## config.mk

```make
export PLATFORM = sky130hd
export DESIGN_NAME = xadc_readout
export DESIGN_NICKNAME = d
export VERILOG_FILES = /design/src/verilog/xadc_pkg.sv /design/src/verilog/xadc_sequencer.sv /design/src/verilog/adc_channel_reader.sv /design/src/verilog/sample_packer.sv /design/src/verilog/word_writer.sv /design/src/verilog/xadc_readout.sv
export SDC_FILE = /design/constraint.sdc
export NUM_CORES = 1
export LEC_CHECK = 0
export BUFFER_PORTS_ARGS = -buffer_cell sky130_fd_sc_hd__buf_2
export CAP_MARGIN = 30
export CORE_MARGIN = 2
export CORE_UTILIZATION = 30
export CTS_CLUSTER_DIAMETER = 120
export DETAILED_ROUTE_END_ITERATION = 8
export PLACE_DENSITY = 0.52
export SYNTH_ARGS = -nofsm -noshare
export SYNTH_HDL_FRONTEND = slang
export SYNTH_SLANG_ARGS = --single-unit
```

## constraint.sdc

```tcl
create_clock -name clk200 -period 6.9 [get_ports clk200]
set_clock_uncertainty 0.15 [all_clocks]
set_input_delay 1.035 -clock clk200 [delete_from_list [all_inputs] [get_ports clk200]]
set_output_delay 1.035 -clock clk200 [all_outputs]
set_load 0.02 [all_outputs]
```

## src/verilog/xadc_pkg.sv

```systemverilog
package xadc_pkg;

    ////////////////////////////////////////////////////////////
    // Widths and limits
    ////////////////////////////////////////////////////////////

    localparam int sample_bits = 12;
    localparam int word_bits = 64;
    localparam int num_vmms = 8;         // Front-end chips on the monitor mux
    localparam int slots_per_word = 5;   // 5 x 12 bits below the header
    localparam int max_words_per_frame = 150;
    localparam int header_lsb = 60;

    ////////////////////////////////////////////////////////////
    // Vector types
    ////////////////////////////////////////////////////////////

    typedef logic [15:0] vmm_id_t;       // 1..8 picks one chip, else all
    typedef logic [2:0] vmm_idx_t;       // Zero based, also the header
    typedef logic [4:0] adc_channel_t;
    typedef logic [sample_bits-1:0] adc_sample_t;
    typedef logic [10:0] sample_count_t;
    typedef logic [17:0] delay_t;        // Idle cycles between samples
    typedef logic [word_bits-1:0] fifo_word_t;
    typedef logic [11:0] packet_len_t;
    typedef logic [2:0] slot_idx_t;

    ////////////////////////////////////////////////////////////
    // State machines
    ////////////////////////////////////////////////////////////

    // Command level sequencing
    typedef enum logic [2:0] {
        seq_idle,
        seq_request,
        seq_wait_result,
        seq_delay,
        seq_wait_flush,
        seq_wait_release
    } seq_state_t;

    // One conversion on the ADC port
    typedef enum logic [1:0] {
        rd_idle,
        rd_start,
        rd_wait_done
    } reader_state_t;

endpackage

```

## src/verilog/xadc_sequencer.sv

```systemverilog
`timescale 1ns/1ns

module xadc_sequencer
(
    input  logic                    clk200,
    input  logic                    rst,
    input  logic                    data_in_rdy,
    input  xadc_pkg::vmm_id_t       vmm_id,
    input  xadc_pkg::sample_count_t sample_size,
    input  xadc_pkg::delay_t        delay_in,
    input  logic                    udp_done,
    input  logic                    result_valid,
    input  logic                    last_written,
    output logic                    conv_req,
    output xadc_pkg::vmm_idx_t      conv_vmm,
    output logic                    conv_last,
    output logic                    xadc_busy
);

    xadc_pkg::seq_state_t    state;
    xadc_pkg::sample_count_t size_r;     // Latched command
    xadc_pkg::delay_t        delay_r;
    logic                    all_mode_r;
    xadc_pkg::vmm_idx_t      chip_idx;
    xadc_pkg::sample_count_t req_cnt;    // Requests issued for this chip
    xadc_pkg::delay_t        delay_cnt;
    logic                    all_mode;
    logic                    chip_done;
    logic                    issue_now;

    // Zero or anything past the last chip reads them all
    assign all_mode = (vmm_id == '0) || (vmm_id > xadc_pkg::vmm_id_t'(xadc_pkg::num_vmms));
    assign chip_done = (req_cnt == size_r);

    // A request goes out on entry, right after a result with no delay,
    // or when the delay count runs out
    always_comb
    begin
        issue_now = 1'b0;
        case (state)
            xadc_pkg::seq_request:
                issue_now = 1'b1;
            xadc_pkg::seq_wait_result:
                issue_now = result_valid && !chip_done && (delay_r == '0);
            xadc_pkg::seq_delay:
                issue_now = (delay_cnt == delay_r);
            default:
                issue_now = 1'b0;
        endcase
    end

    assign conv_vmm = chip_idx;

    ////////////////////////////////////////////////////////////
    // Main sequencer
    ////////////////////////////////////////////////////////////

    always_ff @(posedge clk200)
    begin
        if (rst)
        begin
            state <= xadc_pkg::seq_idle;
            conv_req <= 1'b0;
            conv_last <= 1'b0;
            xadc_busy <= 1'b0;
        end
        else
        begin
            conv_req <= issue_now;
            if (issue_now)
            begin
                req_cnt <= req_cnt + 1'b1;
                conv_last <= (xadc_pkg::sample_count_t'(req_cnt + 1'b1) == size_r);
            end

            case (state)
                xadc_pkg::seq_idle:
                begin
                    if (data_in_rdy)
                    begin
                        size_r <= sample_size;
                        delay_r <= delay_in;
                        all_mode_r <= all_mode;
                        // Chips count from 1 on the command side
                        chip_idx <= all_mode ? '0 : xadc_pkg::vmm_idx_t'(vmm_id - 1'b1);
                        req_cnt <= '0;
                        xadc_busy <= 1'b1;
                        state <= xadc_pkg::seq_request;
                    end
                end

                xadc_pkg::seq_request:
                    state <= xadc_pkg::seq_wait_result;

                xadc_pkg::seq_wait_result:
                begin
                    if (result_valid)
                    begin
                        if (chip_done)
                            state <= xadc_pkg::seq_wait_flush;
                        else if (delay_r != '0)
                        begin
                            delay_cnt <= xadc_pkg::delay_t'(1);
                            state <= xadc_pkg::seq_delay;
                        end
                    end
                end

                xadc_pkg::seq_delay:
                begin
                    if (delay_cnt == delay_r)
                        state <= xadc_pkg::seq_wait_result;
                    else
                        delay_cnt <= delay_cnt + 1'b1;
                end

                xadc_pkg::seq_wait_flush:
                begin
                    if (last_written)
                    begin
                        if (all_mode_r && chip_idx != xadc_pkg::vmm_idx_t'(xadc_pkg::num_vmms - 1))
                        begin
                            chip_idx <= chip_idx + 1'b1;   // Next chip
                            req_cnt <= '0;
                            state <= xadc_pkg::seq_request;
                        end
                        else
                            state <= xadc_pkg::seq_wait_release;
                    end
                end

                xadc_pkg::seq_wait_release:
                begin
                    // Old command withdrawn and frame sent
                    if (!data_in_rdy && udp_done)
                    begin
                        xadc_busy <= 1'b0;
                        state <= xadc_pkg::seq_idle;
                    end
                end

                default:
                    state <= xadc_pkg::seq_idle;
            endcase
        end
    end

    // Only one conversion in flight through the reader
    a_one_outstanding: assert property (@(posedge clk200) disable iff (rst)
        result_valid |-> state == xadc_pkg::seq_wait_result);

endmodule

```

## src/verilog/adc_channel_reader.sv

```systemverilog
`timescale 1ns/1ns

module adc_channel_reader
(
    input  logic                   clk200,
    input  logic                   rst,
    input  logic                   conv_req,
    input  xadc_pkg::vmm_idx_t     conv_vmm,
    input  logic                   conv_last,
    input  logic                   adc_done,
    input  xadc_pkg::adc_sample_t  adc_result,
    output logic                   adc_start,
    output xadc_pkg::adc_channel_t adc_channel,
    output logic                   result_valid,
    output xadc_pkg::adc_sample_t  result,
    output xadc_pkg::vmm_idx_t     result_vmm,
    output logic                   result_last
);

    xadc_pkg::reader_state_t state;

    assign adc_start = (state == xadc_pkg::rd_start);   // One cycle wide

    always_ff @(posedge clk200)
    begin
        if (rst)
        begin
            state <= xadc_pkg::rd_idle;
            result_valid <= 1'b0;
        end
        else
        begin
            result_valid <= 1'b0;
            case (state)
                xadc_pkg::rd_idle:
                    if (conv_req)
                        state <= xadc_pkg::rd_start;
                xadc_pkg::rd_start:
                    state <= xadc_pkg::rd_wait_done;
                xadc_pkg::rd_wait_done:
                begin
                    if (adc_done)
                    begin
                        result_valid <= 1'b1;
                        state <= xadc_pkg::rd_idle;
                    end
                end
                default:
                    state <= xadc_pkg::rd_idle;
            endcase
        end
    end

    // Channel and tags held for the whole conversion
    always_ff @(posedge clk200)
    begin
        if (state == xadc_pkg::rd_idle && conv_req)
        begin
            adc_channel <= xadc_pkg::adc_channel_t'(conv_vmm);   // Monitor input per chip
            result_vmm <= conv_vmm;
            result_last <= conv_last;
        end
        if (state == xadc_pkg::rd_wait_done && adc_done)
            result <= adc_result;
    end

    // ADC must only answer a start it was given
    a_done_in_wait: assert property (@(posedge clk200) disable iff (rst)
        adc_done |-> state == xadc_pkg::rd_wait_done);

endmodule

```

## src/verilog/sample_packer.sv

```systemverilog
`timescale 1ns/1ns

module sample_packer
(
    input  logic                  clk200,
    input  logic                  rst,
    input  logic                  result_valid,
    input  xadc_pkg::adc_sample_t result,
    input  xadc_pkg::vmm_idx_t    result_vmm,
    input  logic                  result_last,
    output logic                  word_valid,
    output xadc_pkg::fifo_word_t  word,
    output logic                  word_last
);

    xadc_pkg::fifo_word_t acc;    // Word being filled
    xadc_pkg::fifo_word_t filled;
    xadc_pkg::slot_idx_t  slot;
    logic                 word_full;

    assign word_full = (slot == xadc_pkg::slot_idx_t'(xadc_pkg::slots_per_word - 1));

    ////////////////////////////////////////////////////////////
    // Word with the incoming sample merged in
    ////////////////////////////////////////////////////////////

    always_comb
    begin
        filled = acc;
        for (int k = 0; k < xadc_pkg::slots_per_word; k++)
        begin
            if (slot == xadc_pkg::slot_idx_t'(k))
                filled[k*xadc_pkg::sample_bits +: xadc_pkg::sample_bits] = result;
        end
        // Header is a zero then the chip index
        filled[xadc_pkg::header_lsb +: 4] = {1'b0, result_vmm};
    end

    always_ff @(posedge clk200)
    begin
        if (rst)
        begin
            acc <= '0;
            slot <= '0;
            word_valid <= 1'b0;
        end
        else
        begin
            word_valid <= 1'b0;
            if (result_valid)
            begin
                if (word_full || result_last)
                begin
                    word_valid <= 1'b1;
                    acc <= '0;        // Unused slots stay zero next time
                    slot <= '0;
                end
                else
                begin
                    acc <= filled;
                    slot <= slot + 1'b1;
                end
            end
        end
    end

    // Output word and end flag
    always_ff @(posedge clk200)
    begin
        if (result_valid && (word_full || result_last))
        begin
            word <= filled;
            word_last <= result_last;
        end
    end

    // A partly filled word belongs to one chip
    a_one_chip_per_word: assert property (@(posedge clk200) disable iff (rst)
        (result_valid && slot != '0) |-> result_vmm == acc[xadc_pkg::header_lsb +: 3]);

endmodule

```

## src/verilog/word_writer.sv

```systemverilog
`timescale 1ns/1ns

module word_writer
(
    input  logic                  clk200,
    input  logic                  rst,
    input  logic                  word_valid,
    input  xadc_pkg::fifo_word_t  word,
    input  logic                  word_last,
    output xadc_pkg::fifo_word_t  fifo_bus,
    output logic                  data_fifo_enable,
    output xadc_pkg::packet_len_t packet_len,
    output logic                  end_of_data,
    output logic                  last_written
);

    xadc_pkg::packet_len_t frame_cnt;   // Words already in this frame
    xadc_pkg::packet_len_t next_cnt;
    logic                  frame_end;

    assign next_cnt = frame_cnt + 1'b1;

    // Close the frame on the last chip word or at the UDP limit
    assign frame_end = word_last ||
        (next_cnt == xadc_pkg::packet_len_t'(xadc_pkg::max_words_per_frame));

    ////////////////////////////////////////////////////////////
    // FIFO write
    ////////////////////////////////////////////////////////////

    always_ff @(posedge clk200)
    begin
        if (rst)
        begin
            frame_cnt <= '0;
            packet_len <= '0;
            data_fifo_enable <= 1'b0;
            end_of_data <= 1'b0;
            last_written <= 1'b0;
        end
        else
        begin
            data_fifo_enable <= word_valid;
            end_of_data <= word_valid && frame_end;   // Single cycle marker
            last_written <= word_valid && word_last;
            if (word_valid)
            begin
                packet_len <= next_cnt;   // Starts at 1
                if (frame_end)
                    frame_cnt <= '0;
                else
                    frame_cnt <= next_cnt;
            end
        end
    end

    // Data bus follows the accepted word
    always_ff @(posedge clk200)
    begin
        if (word_valid)
            fifo_bus <= word;
    end

    // Words are spaced by at least one conversion
    a_no_back_to_back: assert property (@(posedge clk200) disable iff (rst)
        data_fifo_enable |=> !data_fifo_enable);

endmodule

```

## src/verilog/xadc_readout.sv

```systemverilog
`timescale 1ns/1ns

module xadc_readout
(
    input  logic                    clk200,
    input  logic                    rst,
    input  logic                    data_in_rdy,
    input  xadc_pkg::vmm_id_t       vmm_id,
    input  xadc_pkg::sample_count_t sample_size,
    input  xadc_pkg::delay_t        delay_in,
    input  logic                    udp_done,
    input  logic                    adc_done,
    input  xadc_pkg::adc_sample_t   adc_result,
    output logic                    adc_start,
    output xadc_pkg::adc_channel_t  adc_channel,
    output xadc_pkg::fifo_word_t    fifo_bus,
    output logic                    data_fifo_enable,
    output xadc_pkg::packet_len_t   packet_len,
    output logic                    end_of_data,
    output logic                    xadc_busy
);

    logic                  conv_req;
    xadc_pkg::vmm_idx_t    conv_vmm;
    logic                  conv_last;
    logic                  result_valid;
    xadc_pkg::adc_sample_t result;
    xadc_pkg::vmm_idx_t    result_vmm;
    logic                  result_last;
    logic                  word_valid;
    xadc_pkg::fifo_word_t  word;
    logic                  word_last;
    logic                  last_written;

    ////////////////////////////////////////////////////////////
    // Sequencer, reader, packer, writer
    ////////////////////////////////////////////////////////////

    xadc_sequencer xadc_sequencer_i
    (
        .clk200       (clk200),
        .rst          (rst),
        .data_in_rdy  (data_in_rdy),
        .vmm_id       (vmm_id),
        .sample_size  (sample_size),
        .delay_in     (delay_in),
        .udp_done     (udp_done),
        .result_valid (result_valid),
        .last_written (last_written),
        .conv_req     (conv_req),
        .conv_vmm     (conv_vmm),
        .conv_last    (conv_last),
        .xadc_busy    (xadc_busy)
    );

    adc_channel_reader adc_channel_reader_i
    (
        .clk200       (clk200),
        .rst          (rst),
        .conv_req     (conv_req),
        .conv_vmm     (conv_vmm),
        .conv_last    (conv_last),
        .adc_done     (adc_done),
        .adc_result   (adc_result),
        .adc_start    (adc_start),
        .adc_channel  (adc_channel),
        .result_valid (result_valid),
        .result       (result),
        .result_vmm   (result_vmm),
        .result_last  (result_last)
    );

    sample_packer sample_packer_i
    (
        .clk200       (clk200),
        .rst          (rst),
        .result_valid (result_valid),
        .result       (result),
        .result_vmm   (result_vmm),
        .result_last  (result_last),
        .word_valid   (word_valid),
        .word         (word),
        .word_last    (word_last)
    );

    word_writer word_writer_i
    (
        .clk200           (clk200),
        .rst              (rst),
        .word_valid       (word_valid),
        .word             (word),
        .word_last        (word_last),
        .fifo_bus         (fifo_bus),
        .data_fifo_enable (data_fifo_enable),
        .packet_len       (packet_len),
        .end_of_data      (end_of_data),
        .last_written     (last_written)
    );

endmodule

```

After elaboration in Yosys (flattened, before gate mapping)
Cells that the tools add are included.
{"block": "op_classes", "eq_ne": 28, "n_mux": 41, "n_addsub": 6, "div_mod_pow": 0, "shift": 0, "magnitude_cmp": 1, "bitwise_logic": 3, "reduce_logical": 31, "n_mul": 0}
{"operator": "12-bit two-way mux", "count": 6}
{"operator": "18-bit two-way mux", "count": 4}
{"operator": "60-bit two-way mux", "count": 1}
{"operator": "11-bit two-way mux", "count": 4}
{"operator": "3-bit two-way mux", "count": 13}
{"operator": "18-bit one-hot mux with 2 select lines", "count": 1}
{"operator": "11-bit equality test", "count": 2}
{"operator": "11-bit one-hot mux with 2 select lines", "count": 1}
{"operator": "18-bit by 1-bit adder with 18-bit output, second input constant", "count": 1}
{"operator": "18-bit equality test", "count": 1}
{"operator": "18-bit zero test", "count": 1}
{"operator": "3-bit one-hot mux with 6 select lines", "count": 1}
{"operator": "18-bit nonzero test", "count": 1}
{"operator": "16-bit by 4-bit > comparator with 1-bit output, second input constant", "count": 1}
{"operator": "16-bit zero test", "count": 1}
{"operator": "12-bit by 1-bit adder with 12-bit output, second input constant", "count": 1}
{"operator": "12-bit by 8-bit equality test with 1-bit output, second input constant", "count": 1}
{"operator": "3-bit by 2-bit equality test with 1-bit output, second input constant", "count": 4}
{"operator": "2-bit by 1-bit inequality test with 1-bit output, second input constant", "count": 6}
{"operator": "6-bit AND reduction", "count": 2}
{"operator": "11-bit by 1-bit adder with 11-bit output, second input constant", "count": 1}
{"operator": "2-bit inequality test, second input constant", "count": 5}
{"operator": "3-bit equality test, second input constant", "count": 3}
{"operator": "1-bit logical AND", "count": 9}
{"operator": "23 further kinds", "count": 39}
{"block": "totals", "latch_bits": 0, "out_inout_bits": 85, "elab_cells": 136, "mem_count": 0, "ff_bits": 305, "mem_bits_rw": 0, "inputBits": 62, "mem_bits_ro": 0}

Longest topological paths before layout
Gate-level depths: netlist of the first run.
{"block": "logic_depth", "word_depth": 9, "mapped_depth": 8}

Hierarchy
Synthesis of the first run repeated with hierarchy kept, for this count alone.
{"block": "unflattened", "cells_unflattened": 941, "hier_area_um2": 12633.4}
{"module": "sample_packer", "area_each_um2": 4893.4, "cells_per_inst": 329, "n_inst": 1, "seq_area_each_um2": 3203.1}
{"module": "xadc_sequencer", "area_each_um2": 3852.4, "cells_per_inst": 357, "n_inst": 1, "seq_area_each_um2": 1981.9}
{"module": "word_writer", "area_each_um2": 3248.1, "cells_per_inst": 223, "n_inst": 1, "seq_area_each_um2": 2462.4}
{"module": "adc_channel_reader", "area_each_um2": 639.4, "cells_per_inst": 32, "n_inst": 1, "seq_area_each_um2": 540.5}

Least setup slack after synthesis of the first run
OpenSTA, ideal clock, no wires.
{"block": "synth_path", "path_kind": "in2reg", "start": "input port rst", "end": "register xadc_sequencer_i.delay_cnt[0] (enable)", "setup_slack_ns": 3.065, "cell_stages": 2, "setup_time_ns": 0.446, "t_arrival_ns": 3.239, "required_ns": 6.304, "path_cell_list": "clkbuf_1 nor4b_1"}
{"block": "synth_via", "elab_chain_len": 2}
{"item": "start: declaration", "line": "xadc_readout.sv:6", "source": "input logic rst,"}
{"item": "1-bit inverter (no source line)"}
{"item": "6-bit AND reduction (no source line)"}
{"item": "end signal: assignment", "line": "xadc_sequencer.sv:103", "source": "delay_cnt <= xadc_pkg::delay_t'(1);"}
{"item": "end signal: assignment", "line": "xadc_sequencer.sv:114", "source": "delay_cnt <= delay_cnt + 1'b1;"}
{"item": "end: declaration", "line": "xadc_sequencer.sv:26", "source": "xadc_pkg::delay_t delay_cnt;"}
No other way between the ends.
A chain may end at the register's enable or synchronous reset.

Worst setup path in the final report of the first run
{"block": "layout_path", "start": "register sample_packer_i.slot[0]", "end": "register sample_packer_i.acc[48]"}
{"block": "layout_via", "elab_chain_len": 3, "word_cells_on_any_way": 4}
{"item": "start: declaration", "line": "sample_packer.sv:18", "source": "xadc_pkg::slot_idx_t slot;"}
{"item": "start signal: assignment", "line": "sample_packer.sv:61", "source": "slot <= slot + 1'b1;"}
{"item": "3-bit equality test (*)", "line": "sample_packer.sv:21, sample_packer.sv:32"}
{"item": "12-bit two-way mux / 1-bit logical OR (equally long branches)", "line": "sample_packer.sv:32, sample_packer.sv:52"}
{"item": "60-bit two-way mux (*)", "line": "sample_packer.sv:52", "source": "if (word_full || result_last)"}
{"item": "end signal: assignment", "line": "sample_packer.sv:60", "source": "acc <= filled;"}
{"item": "end: declaration", "line": "sample_packer.sv:16", "source": "xadc_pkg::fifo_word_t acc;"}
Mark *: on every way between the ends. The rest lies on a longest branch, timed or not.

==> flow_metrics.env, run 1 <==
export IMPL_regArea_mm2=0.00816
export IMPL_crit_required_ps=7160
export IMPL_power_w=0.00445
export IMPL_worst_slew_pin_slew_ps=872
export IMPL_cts_tree="built"
export IMPL_power_leakage_nw=5.30
export IMPL_maxCapViolCount=0
export IMPL_vias=7706
export IMPL_rsz0062_at_grt="no"
export IMPL_fin_setup_tns_ps=0
export IMPL_area_growth_pct=20.4
export IMPL_post_drt_via_cell_ratio=4.66
export IMPL_reg2reg_to="sample_packer_i.acc[48]$_SDFFE_PP0P_"
export IMPL_cts_buffers=34
export IMPL_drc=0
export IMPL_cts_max_level=2
export IMPL_dr_pass1_iters=5
export IMPL_diodes=0
export IMPL_crit_top_cell="and2_1"
export IMPL_synth_ff_type="edfxtp_1"
export IMPL_setup_violations=0
export IMPL_nFillCells=3951
export IMPL_slew_violations=0
export IMPL_cp_endpoint="sample_packer_i.acc[48]$_SDFFE_PP0P_"
export IMPL_ys_types=62
export IMPL_ios=147
export IMPL_synth_edff_count=205
export IMPL_crit_arrival_ps=3320
export IMPL_die_x_um=207
export IMPL_root_buffer="clkbuf_16"
export IMPL_drt_iter0_drc=519
export IMPL_hold_class="reg -> reg"
export IMPL_crit_chain="inv_1, ha_1, and2_1, o21a_2, buf_12, buf_4, nor2_1, and2_1"
export IMPL_seq_area_frac_synth=0.659
export IMPL_reg2reg_slack_ps=3840
export IMPL_startpoint="sample_packer_i.slot[0]$_SDFFE_PP0P_"
export IMPL_slew_headroom=0.414
export IMPL_multi_input_area_mm2=0.00394
export IMPL_critPathKind="reg -> reg"
export IMPL_start_util=0.303
export IMPL_crit_buf_inv=3
export IMPL_cts_path_max_buffers=3
export IMPL_synthArstFlopShare=0
export IMPL_syn_area_mm2=0.0124
export IMPL_peakVddDrop_mv=0.172
export IMPL_core_rowCount=74
export IMPL_path_clk_slew_ps=70
export IMPL_nNetsFinal=1168
export IMPL_min_period_over_period=0.443
export IMPL_die_area_mm2=0.0429
export IMPL_overflow=0
export IMPL_ctsHoldBuffers=0
export IMPL_status="complete, no violations"
export IMPL_worstPathMaxFanout=24
export IMPL_slowest_delay_ps=570
export IMPL_fmax_ghz=0.327
export IMPL_hold_viol_final=0
export IMPL_cts_setup_buffers=0
export IMPL_worstSetupEndpointType="register"
export IMPL_reg2reg_depth=8
export IMPL_routabilityCongestion=0.827
export IMPL_clock_latency_ps=520
export IMPL_drt_total_wl_mm=27.5
export IMPL_antenna_found_initial=1
export IMPL_port_buffers=143
export IMPL_core_region_area_mm2=0.0408
export IMPL_synth_avg_cell_area_um2=13.0
export IMPL_ctsResizeCount=0
export IMPL_grt_pass1_vias=7531
export IMPL_grt_pass1_wl_mm=43.3
export IMPL_p_per_area_mw_per_mm2=299
export IMPL_regToRegStartpoint="sample_packer_i.slot[0]$_SDFFE_PP0P_"
export IMPL_crit_path_top_delay_cell="o21a_2"
export IMPL_gr_usage_all_layers=0.127
export IMPL_wl_per_cell_um=16.7
export IMPL_crit_cells=8
export IMPL_start_kind="register"
export IMPL_cp_top_family="simple AND/OR/NAND/NOR gates"
export IMPL_ant_nets=0
export IMPL_grt_max_degree=57
export IMPL_synthCells=955
export IMPL_cts_sinks=305
export IMPL_synth_seq_cells=305
export IMPL_hpwlAfterDp_mm=18.4
export IMPL_yosysWarningCount=0
export IMPL_drive_above_1_share=0.263
export IMPL_die_height_um=207
export IMPL_fin_crit_ps=3060
==> cell usage in the layout (no fill, tap or decap), drive strengths merged, types with 7 or more instances in the layout <==
master	Yosys	layout
nand2	38	38
nor2b	11	11
nor2	114	114
a21oi	15	15
xnor2	32	32
nand4	20	20
dfxtp	100	100
buf	18	155
nor4	11	11
clkinv	0	13
bufinv	0	9
a22oi	54	54
and3	9	9
mux2i	9	9
nand3	21	21
and2	22	22
ha	12	12
xor2	29	29
clkbuf	36	38
o21ai	25	25
a211oi	12	12
nand2b	7	7
mux2	60	60
nor3	27	27
edfxtp	205	205
inv	18	20
==> how the worst min path moves through the flow <==
stage / cells after the start / start / slack (ps) / to
4_1_cts: 0 / sample_packer_i.word[6]$_DFFE_PP_ / 270 / word_writer_i.fifo_bus[6]$_DFFE_PP_
5_1_grt: 0 / sample_packer_i.word[60]$_DFFE_PP_ / 270 / word_writer_i.fifo_bus[60]$_DFFE_PP_
6_report: 0 / sample_packer_i.word[6]$_DFFE_PP_ / 260 / word_writer_i.fifo_bus[6]$_DFFE_PP_
3_5_place_dp: 0 / sample_packer_i.word[28]$_DFFE_PP_ / 250 / word_writer_i.fifo_bus[28]$_DFFE_PP_
3_3_place_gp: 0 / sample_packer_i.word[62]$_DFFE_PP_ / 250 / word_writer_i.fifo_bus[62]$_DFFE_PP_
2_1_floorplan: 0 / sample_packer_i.word[0]$_DFFE_PP_ / 250 / word_writer_i.fifo_bus[0]$_DFFE_PP_
==> final cells by class <==
type	count	area share
tap	532	0.0446
inverter	18	0.00453
timing repair buffer	155	0.0549
clock buffer	38	0.0595
clock inverter	24	0.0246
multi-input combinational	580	0.264
sequential	305	0.547
==> sequential cells by signal (all words and copies together), names as in the netlist, 3 cells and up <==
register / cells
adc_channel_reader_i.result: 12
adc_channel_reader_i.result_vmm: 3
sample_packer_i.acc: 60
sample_packer_i.slot: 3
sample_packer_i.word: 63
word_writer_i.fifo_bus: 63
word_writer_i.frame_cnt: 12
word_writer_i.packet_len: 12
xadc_sequencer_i.conv_vmm: 3
xadc_sequencer_i.delay_cnt: 18
xadc_sequencer_i.delay_r: 18
xadc_sequencer_i.req_cnt: 11
xadc_sequencer_i.size_r: 11
xadc_sequencer_i.state: 3
==> cell usage after synthesis, types with 4 or more instances <==
cell type / number / share of area
xnor2_1: 32 / 0.023
nand2b_1: 7 / 0.0035
nand2_1: 38 / 0.012
a22oi_1: 53 / 0.032
nand4_1: 20 / 0.010
a21oi_1: 15 / 0.0061
buf_1: 4 / 0.0012
or3_1: 4 / 0.0020
nor2_1: 113 / 0.034
clkbuf_1: 35 / 0.011
a211oi_1: 12 / 0.0073
nor3_1: 26 / 0.011
buf_2: 7 / 0.0028
o31ai_1: 5 / 0.0030
dfxtp_1: 100 / 0.16
mux2_2: 60 / 0.055
and2_1: 21 / 0.011
o21ai_0: 17 / 0.0069
o21ai_1: 8 / 0.0032
ha_1: 12 / 0.012
and3_1: 9 / 0.0045
a32oi_1: 5 / 0.0035
nor2b_1: 11 / 0.0056
edfxtp_1: 205 / 0.50
nand3_1: 18 / 0.0073
xor2_1: 29 / 0.021
inv_1: 17 / 0.0052
mux2i_1: 9 / 0.0073
buf_4: 7 / 0.0042
nor4_1: 8 / 0.0040
==> per-layer routing <==
layer  wire [um]  vias to the layer above  track usage  share of wire
li1            -                     3792            -              -
met1       13100                     3685        0.177           0.48
met2       12500                      186        0.199           0.45
met3        1400                       43       0.0258          0.051
met4         508                        0       0.0347          0.018
met5           0                        -            0              0
==> metrics by stage <==
stage | worst slack (ps) | hold slack [ps] | util | area [um2] | std cells
after CTS | 3780 | 266 | 0.365 | 14900 | 1652
final | 3840 | 265 | 0.365 | 14900 | 1652
after global routing | 3540 | 273 | 0.365 | 14900 | 1652
after detailed placement | 3690 | 255 | 0.334 | 13700 | 1590
after floorplan | 3070 | 250 | - | 12400 | 957
after global placement | 3590 | 255 | 0.334 | 13600 | 1587
==> power breakdown <==
part | total (W) | leakage, nW | internal (W) | switching [W]
Sequential | 0.00210 | 2.67 | 0.00202 | 0.0000827
Combinational | 0.000329 | 2.02 | 0.000130 | 0.000199
Clock | 0.00202 | 0.618 | 0.00127 | 0.000747
==> cell families (layout without fill, tap and decap cells) <==
kind of cell	Yosys count	after routing	synth area share
buffers and inverters	72	235	0.0247
multiplexers	69	69	0.0618
AO/OA/AOI/OAI	135	135	0.0768
adder cells (fa/ha/maj)	12	12	0.0121
flip-flops	305	305	0.659
XOR/XNOR	61	61	0.0431
AND/OR/NAND/NOR	300	300	0.122
other	1	3	0.000303
No activity file was read; power rests on OpenSTA's default activity.
==> inputs of run 2 (changes only) <==
--- a/config.mk
+++ b/config.mk
@@ -5,6 +5,7 @@
 export SDC_FILE = /design/constraint.sdc
 export NUM_CORES = 1
 export LEC_CHECK = 0
+export ABC_AREA = 1
 export BUFFER_PORTS_ARGS = -buffer_cell sky130_fd_sc_hd__buf_2
 export CAP_MARGIN = 30
 export CORE_MARGIN = 2
==> constraint.sdc (replaced) <==
create_clock -name clk200 -period 3.06 [get_ports clk200]
set_clock_uncertainty 0.15 [all_clocks]
set_input_delay 0.459 -clock clk200 [delete_from_list [all_inputs] [get_ports clk200]]
set_output_delay 0.459 -clock clk200 [all_outputs]
set_load 0.02 [all_outputs]
==> run 2 against run 1 <==
Global-route usage up 0.69 points. Critical path depth unchanged. Clock power up 130%. Power up 140%. Critical path type unchanged. Critical endpoint is now sample_packer_i.acc[29]$_SDFFE_PP0P_. Largest power group unchanged.
==> flow_metrics.env, run 2 <==
export IMPL_drc=0
export IMPL_cts_setup_buffers=0
export IMPL_cts_max_level=2
export IMPL_yosysMostFrequentCell="nand2_1"
export IMPL_area_growth_pct=23.3
export IMPL_cts_tree="built"
export IMPL_reg2reg_depth=8
export IMPL_gr_usage_all_layers=0.133
export IMPL_synth_seq_cells=305
export IMPL_syn_area_mm2=0.0129
export IMPL_critPathKind="reg -> reg"
export IMPL_ys_types=50
export IMPL_synth_area_leader_cell="edfxtp_1"
export IMPL_synthArstFlopShare=0
export IMPL_dpl_cell_count=1951
export IMPL_core_rowCount=76
export IMPL_seq_area_frac_synth=0.630
export IMPL_start_kind="register"
export IMPL_worstPathMaxFanout=49
export IMPL_cts_path_max_buffers=3
export IMPL_clock_latency_ps=540
export IMPL_synth_avg_cell_area_um2=10.0
export IMPL_peakVddDrop_mv=0.471
export IMPL_setup_violations=0
export IMPL_hold_class="in -> reg"
export IMPL_synth_ff_type="edfxtp_1"
export IMPL_final_util=0.373
export IMPL_ios=147
export IMPL_root_buffer="clkbuf_16"
export IMPL_grt_pass1_wl_mm=46.9
export IMPL_nFillCells=4284
export IMPL_drive_above_1_share=0.202
export IMPL_stdcell_area_mm2=0.0160
export IMPL_reg2reg_slack_ps=750
export IMPL_crit_required_ps=3390
export IMPL_fin_crit_ps=2310
export IMPL_reg2reg_to="sample_packer_i.acc[29]$_SDFFE_PP0P_"
export IMPL_yosys_top_cells_area="edfxtp_1, dfxtp_1, nand2_1, inv_1, a21oi_1"
export IMPL_diodes=0
export IMPL_dr_pass1_iters=5
export IMPL_drt_total_wl_mm=29.5
export IMPL_p_per_area_mw_per_mm2=681
export IMPL_nNetsFinal=1559
export IMPL_yosysTopAreaCellShare=0.476
export IMPL_routabilityCongestion=0.814
export IMPL_slew_violations=0
export IMPL_crit_arrival_ps=2640
export IMPL_post_drt_via_cell_ratio=4.46
export IMPL_power_leakage_nw=6.18
export IMPL_grt_pass1_vias=8977
export IMPL_min_period_over_period=0.756
export IMPL_antenna_found_initial=1
export IMPL_wl_per_cell_um=14.4
export IMPL_slew_headroom=0.365
export IMPL_die_height_um=212
export IMPL_hpwlAfterDp_mm=19.4
export IMPL_status="complete, no violations"
export IMPL_regToRegStartpoint="sample_packer_i.slot[0]$_SDFFE_PP0P_"
export IMPL_drt_iter0_drc=585
export IMPL_die_area_mm2=0.0448
export IMPL_fin_setup_tns_ps=0
export IMPL_die_x_um=212
export IMPL_fmax_ghz=0.432
export IMPL_worstSetupEndpointType="register"
export IMPL_vias=9192
export IMPL_yosys_top_cells_count="nand2_1, edfxtp_1, inv_1"
export IMPL_place_area_mm2=0.0143
export IMPL_reg_top3="sample_packer_i.word: 63 flops, word_writer_i.fifo_bus: 63 flops, sample_packer_i.acc: 60 flops"
export IMPL_fin_cells=2059
export IMPL_yosysWarningCount=0
export IMPL_cp_endpoint="sample_packer_i.acc[29]$_SDFFE_PP0P_"
export IMPL_cts_buffers=37
export IMPL_startpoint="sample_packer_i.slot[0]$_SDFFE_PP0P_"
export IMPL_core_region_area_mm2=0.0428
export IMPL_mostFrequentLayoutCells="nand2_1, edfxtp_1, buf_2"
export IMPL_path_clk_slew_ps=60
export IMPL_worst_slew_pin_slew_ps=953
export IMPL_synthCells=1292
export IMPL_grt_max_degree=69
export IMPL_rsz0062_at_grt="no"
export IMPL_layout_cells_most_common="nand2_1"
export IMPL_ant_nets=0
export IMPL_ctsHoldBuffers=41
export IMPL_maxCapViolCount=0
export IMPL_ctsResizeCount=0
export IMPL_hold_viol_final=0
export IMPL_hold_worst_slack_ps=108
export IMPL_synth_edff_count=205
export IMPL_port_buffers=143
export IMPL_start_util=0.302
export IMPL_overflow=0
export IMPL_cts_sinks=305
run 2: metal layers:
| metal | share of wire | global-route usage | routed length [um] |
|---|---|---|---|
| met1 | 0.46 | 0.171 | 13700 |
| met2 | 0.46 | 0.221 | 13600 |
| met3 | 0.055 | 0.0344 | 1630 |
| met4 | 0.021 | 0.0415 | 631 |
| met5 | 0 | 0 | 0 |
run 2: worst min path at each step:
stage	to	slack [ps]	startpoint	cells after the start
global placement	word_writer_i.fifo_bus[35]$_DFFE_PP_	250	sample_packer_i.word[35]$_DFFE_PP_	0
floorplan	word_writer_i.fifo_bus[0]$_DFFE_PP_	250	sample_packer_i.word[0]$_DFFE_PP_	0
global route	adc_channel_reader_i.result_valid$_SDFF_PP0_	90	adc_done	3
CTS	adc_channel_reader_i.result_valid$_SDFF_PP0_	60	adc_done	3
detailed placement	word_writer_i.fifo_bus[10]$_DFFE_PP_	250	sample_packer_i.word[10]$_DFFE_PP_	0
finish	adc_channel_reader_i.result_valid$_SDFF_PP0_	110	adc_done	3
run 2: critical path, stage by stage (launching register included):
cell     delay, ps
dfxtp_1        360
inv_1          100
ha_1           250
a21oi_1        400
nand2_1        170
inv_1           80
buf_4          460
nand2_1        120
a21oi_1        140
run 2: layout make-up:
class	instances	area, um2	area share
Timing Repair Buffer	200	1270	0.0798
Multi-Input combinational cell	795	4030	0.253
Inverter	146	548	0.0344
Sequential cell	305	8160	0.512
Clock buffer	46	991	0.0621
Tap cell	546	683	0.0428
Clock inverter	21	267	0.0167
run 2: power breakdown:
group | total [W] | switching, W | leakage (nW) | internal, W
clock | 0.00456 | 0.00175 | 0.623 | 0.00281
combinational | 0.00142 | 0.000908 | 2.88 | 0.000511
sequential | 0.00489 | 0.000226 | 2.67 | 0.00467
total | 0.0109 | 0.00288 | 6.18 | 0.00799
run 2: cells by family (layout without fill, tap and decap cells):
kind of cell | after synthesis | count (layout) | share of synthesized area
AO/OA/AOI/OAI | 184 | 184 | 0.0791
AND/OR/NAND/NOR | 577 | 577 | 0.205
adder cells (fa/ha/maj) | 12 | 12 | 0.0116
other | 1 | 3 | 0.000290
buffers and inverters | 194 | 413 | 0.0606
XOR/XNOR | 19 | 19 | 0.0134
flip-flops | 305 | 305 | 0.630
run 2: stage by stage:
stage / setup WS, ps / power, W
detailed placement: 749 / 0.00635
global placement: 813 / 0.00635
CTS: 727 / 0.0110
floorplan: 326 / 0.00599
global route: 558 / 0.0114
finish: 747 / 0.0109
==> inputs of run 3 (changes only) <==
==> constraint.sdc (replaced) <==
create_clock -name clk200 -period 2.4 [get_ports clk200]
set_clock_uncertainty 0.15 [all_clocks]
set_input_delay 0.36 -clock clk200 [delete_from_list [all_inputs] [get_ports clk200]]
set_output_delay 0.36 -clock clk200 [all_outputs]
set_load 0.02 [all_outputs]
==> run 3 against run 2 <==
Largest power group unchanged. Non-clock buffer count up 11. Critical endpoint is now xadc_sequencer_i.conv_last$_SDFFE_PP0N_. Clock power rose by 18%. Sequential share of layout area decreased by 0.13 points. Register-to-register slack lost 500 ps. First-iteration DRC count is 24% lower. Via count grew 1.9%. Combinational power is 31% higher.
==> flow_metrics.env, run 3 (synthesized netlist as in run 2, its figures left out) <==
export IMPL_status="complete, no violations"
export IMPL_die_area_mm2=0.0448
export IMPL_drt_total_wl_mm=29.9
export IMPL_maxCapViolCount=0
export IMPL_min_period_over_period=0.896
export IMPL_fin_cells=2071
export IMPL_cts_buffers=37
export IMPL_crit_arrival_ps=2460
export IMPL_path_clk_slew_ps=60
export IMPL_drc=0
export IMPL_gr_usage_all_layers=0.136
export IMPL_worstSetupEndpointType="register"
export IMPL_overflow=0
export IMPL_crit_path_top_delay_cell="edfxtp_1"
export IMPL_critPathKind="reg -> reg"
export IMPL_ctsResizeCount=0
export IMPL_drive_above_1_share=0.201
export IMPL_core_region_area_mm2=0.0428
export IMPL_nNetsFinal=1570
export IMPL_start_kind="register"
export IMPL_die_height_um=212
export IMPL_grt_pass1_wl_mm=47.7
export IMPL_cts_sinks=305
export IMPL_slew_violations=0
export IMPL_crit_required_ps=2710
export IMPL_dpl_cell_count=1959
export IMPL_port_buffers=143
export IMPL_crit_top_cell="nand2_1"
export IMPL_rsz0062_at_grt="no"
export IMPL_area_growth_pct=23.6
export IMPL_hold_worst_slack_ps=80.6
export IMPL_stdcell_area_mm2=0.0160
export IMPL_cts_max_level=2
export IMPL_worstPathMaxFanout=6
export IMPL_fmax_ghz=0.465
export IMPL_routabilityCongestion=0.824
export IMPL_ctsHoldBuffers=44
export IMPL_setup_violations=0
export IMPL_peakVddDrop_mv=0.520
export IMPL_hold_viol_final=0
export IMPL_fin_setup_tns_ps=0
export IMPL_place_area_mm2=0.0144
export IMPL_grt_pass1_vias=9094
export IMPL_vias=9369
export IMPL_power_leakage_nw=6.19
export IMPL_root_buffer="clkbuf_16"
export IMPL_ios=147
export IMPL_reg2reg_slack_ps=250
export IMPL_drt_iter0_drc=445
export IMPL_core_rowCount=76
export IMPL_wl_per_cell_um=14.4
export IMPL_reg_top3="sample_packer_i.word: 63 flops, word_writer_i.fifo_bus: 63 flops, sample_packer_i.acc: 60 flops"
export IMPL_cts_path_max_buffers=3
export IMPL_slowest_delay_ps=460
export IMPL_grt_max_degree=69
export IMPL_p_per_area_mw_per_mm2=842
export IMPL_slew_headroom=0.518
export IMPL_start_util=0.302
export IMPL_dr_pass1_iters=5
export IMPL_hpwlAfterDp_mm=19.6
export IMPL_layout_cells_most_common="nand2_1"
export IMPL_post_drt_via_cell_ratio=4.52
export IMPL_hold_class="in -> reg"
export IMPL_worst_slew_pin_slew_ps=723
export IMPL_fin_crit_ps=2150
export IMPL_die_x_um=212
export IMPL_ant_nets=0
export IMPL_cts_setup_buffers=0
export IMPL_antenna_found_initial=1
export IMPL_crit_chain="ha_1, nand3_2, nor2_1, nand2_1, nand2_1, nand2_1, nor2_1, nand2_1, nor2_1, nand3_2, o21ai_2"
export IMPL_cts_tree="built"
export IMPL_mostFrequentLayoutCells="nand2_1, edfxtp_1, buf_2"
export IMPL_clock_latency_ps=550
export IMPL_power_w=0.0135
export IMPL_nFillCells=4253
-- run 3: changes by cell type in the layout (fill, tap and decap cells not counted), sizes merged, moves of 3 or more --
cell	previous run	this run
dlygate4sd3	41	44
buf	159	167
clkinv	18	13
bufinv	6	1
clkbuf	46	54
-- run 3: per-stage QoR --
step | setup slack [ps] | util
global route | 49.7 | 0.374
global placement | 306 | 0.336
finish | 249 | 0.374
CTS | 259 | 0.374
floorplan | 7.35 | -
detailed placement | 271 | 0.336
-- run 3: power by group --
part	internal (W)	total, W	switching (W)
clock network	0.00322	0.00539	0.00217
logic	0.000673	0.00186	0.00119
registers	0.00595	0.00622	0.000274
total	0.00984	0.0135	0.00363
-- run 3: worst paths after layout --
path / endpoint / cells past startpoint / start
worst max register to register: xadc_sequencer_i.conv_last$_SDFFE_PP0N_ / 11 / xadc_sequencer_i.req_cnt[0]$_DFFE_PN_
worst min register to register: word_writer_i.fifo_bus[57]$_DFFE_PP_ / 0 / sample_packer_i.word[57]$_DFFE_PP_
worst min-delay path: xadc_sequencer_i.conv_vmm[0]$_DFFE_PP_ / 4 / vmm_id[0]
worst max-delay path: xadc_sequencer_i.conv_last$_SDFFE_PP0N_ / 11 / xadc_sequencer_i.req_cnt[0]$_DFFE_PN_
-- run 3: worst max-delay path: cells and delay by family (launching register included) --
kind / cells / cell delay (ps)
AO/OA/AOI/OAI: 1 / 70
AND/OR/NAND/NOR: 9 / 1120
flip-flops: 1 / 460
adder cells (fa/ha/maj): 1 / 250
-- run 3: layer usage --
layer	track usage	wire, um	vias to the layer above
met5	0	0	-
met3	0.0300	1700	50
met2	0.226	13800	244
met1	0.173	13400	4380
li1	-	-	4695
met4	0.0551	966	0
-- run 3: layout make-up --
class                           instances  area, um2  area share
Clock inverter                         13       98.8     0.00618
Tap cell                              546        683      0.0427
Inverter                              146        548      0.0343
Multi-Input combinational cell        795       4040       0.253
Timing Repair Buffer                  211       1390      0.0868
Sequential cell                       305       8160       0.510
Clock buffer                           54       1070      0.0671
Antenna cell                            1       2.50    0.000156
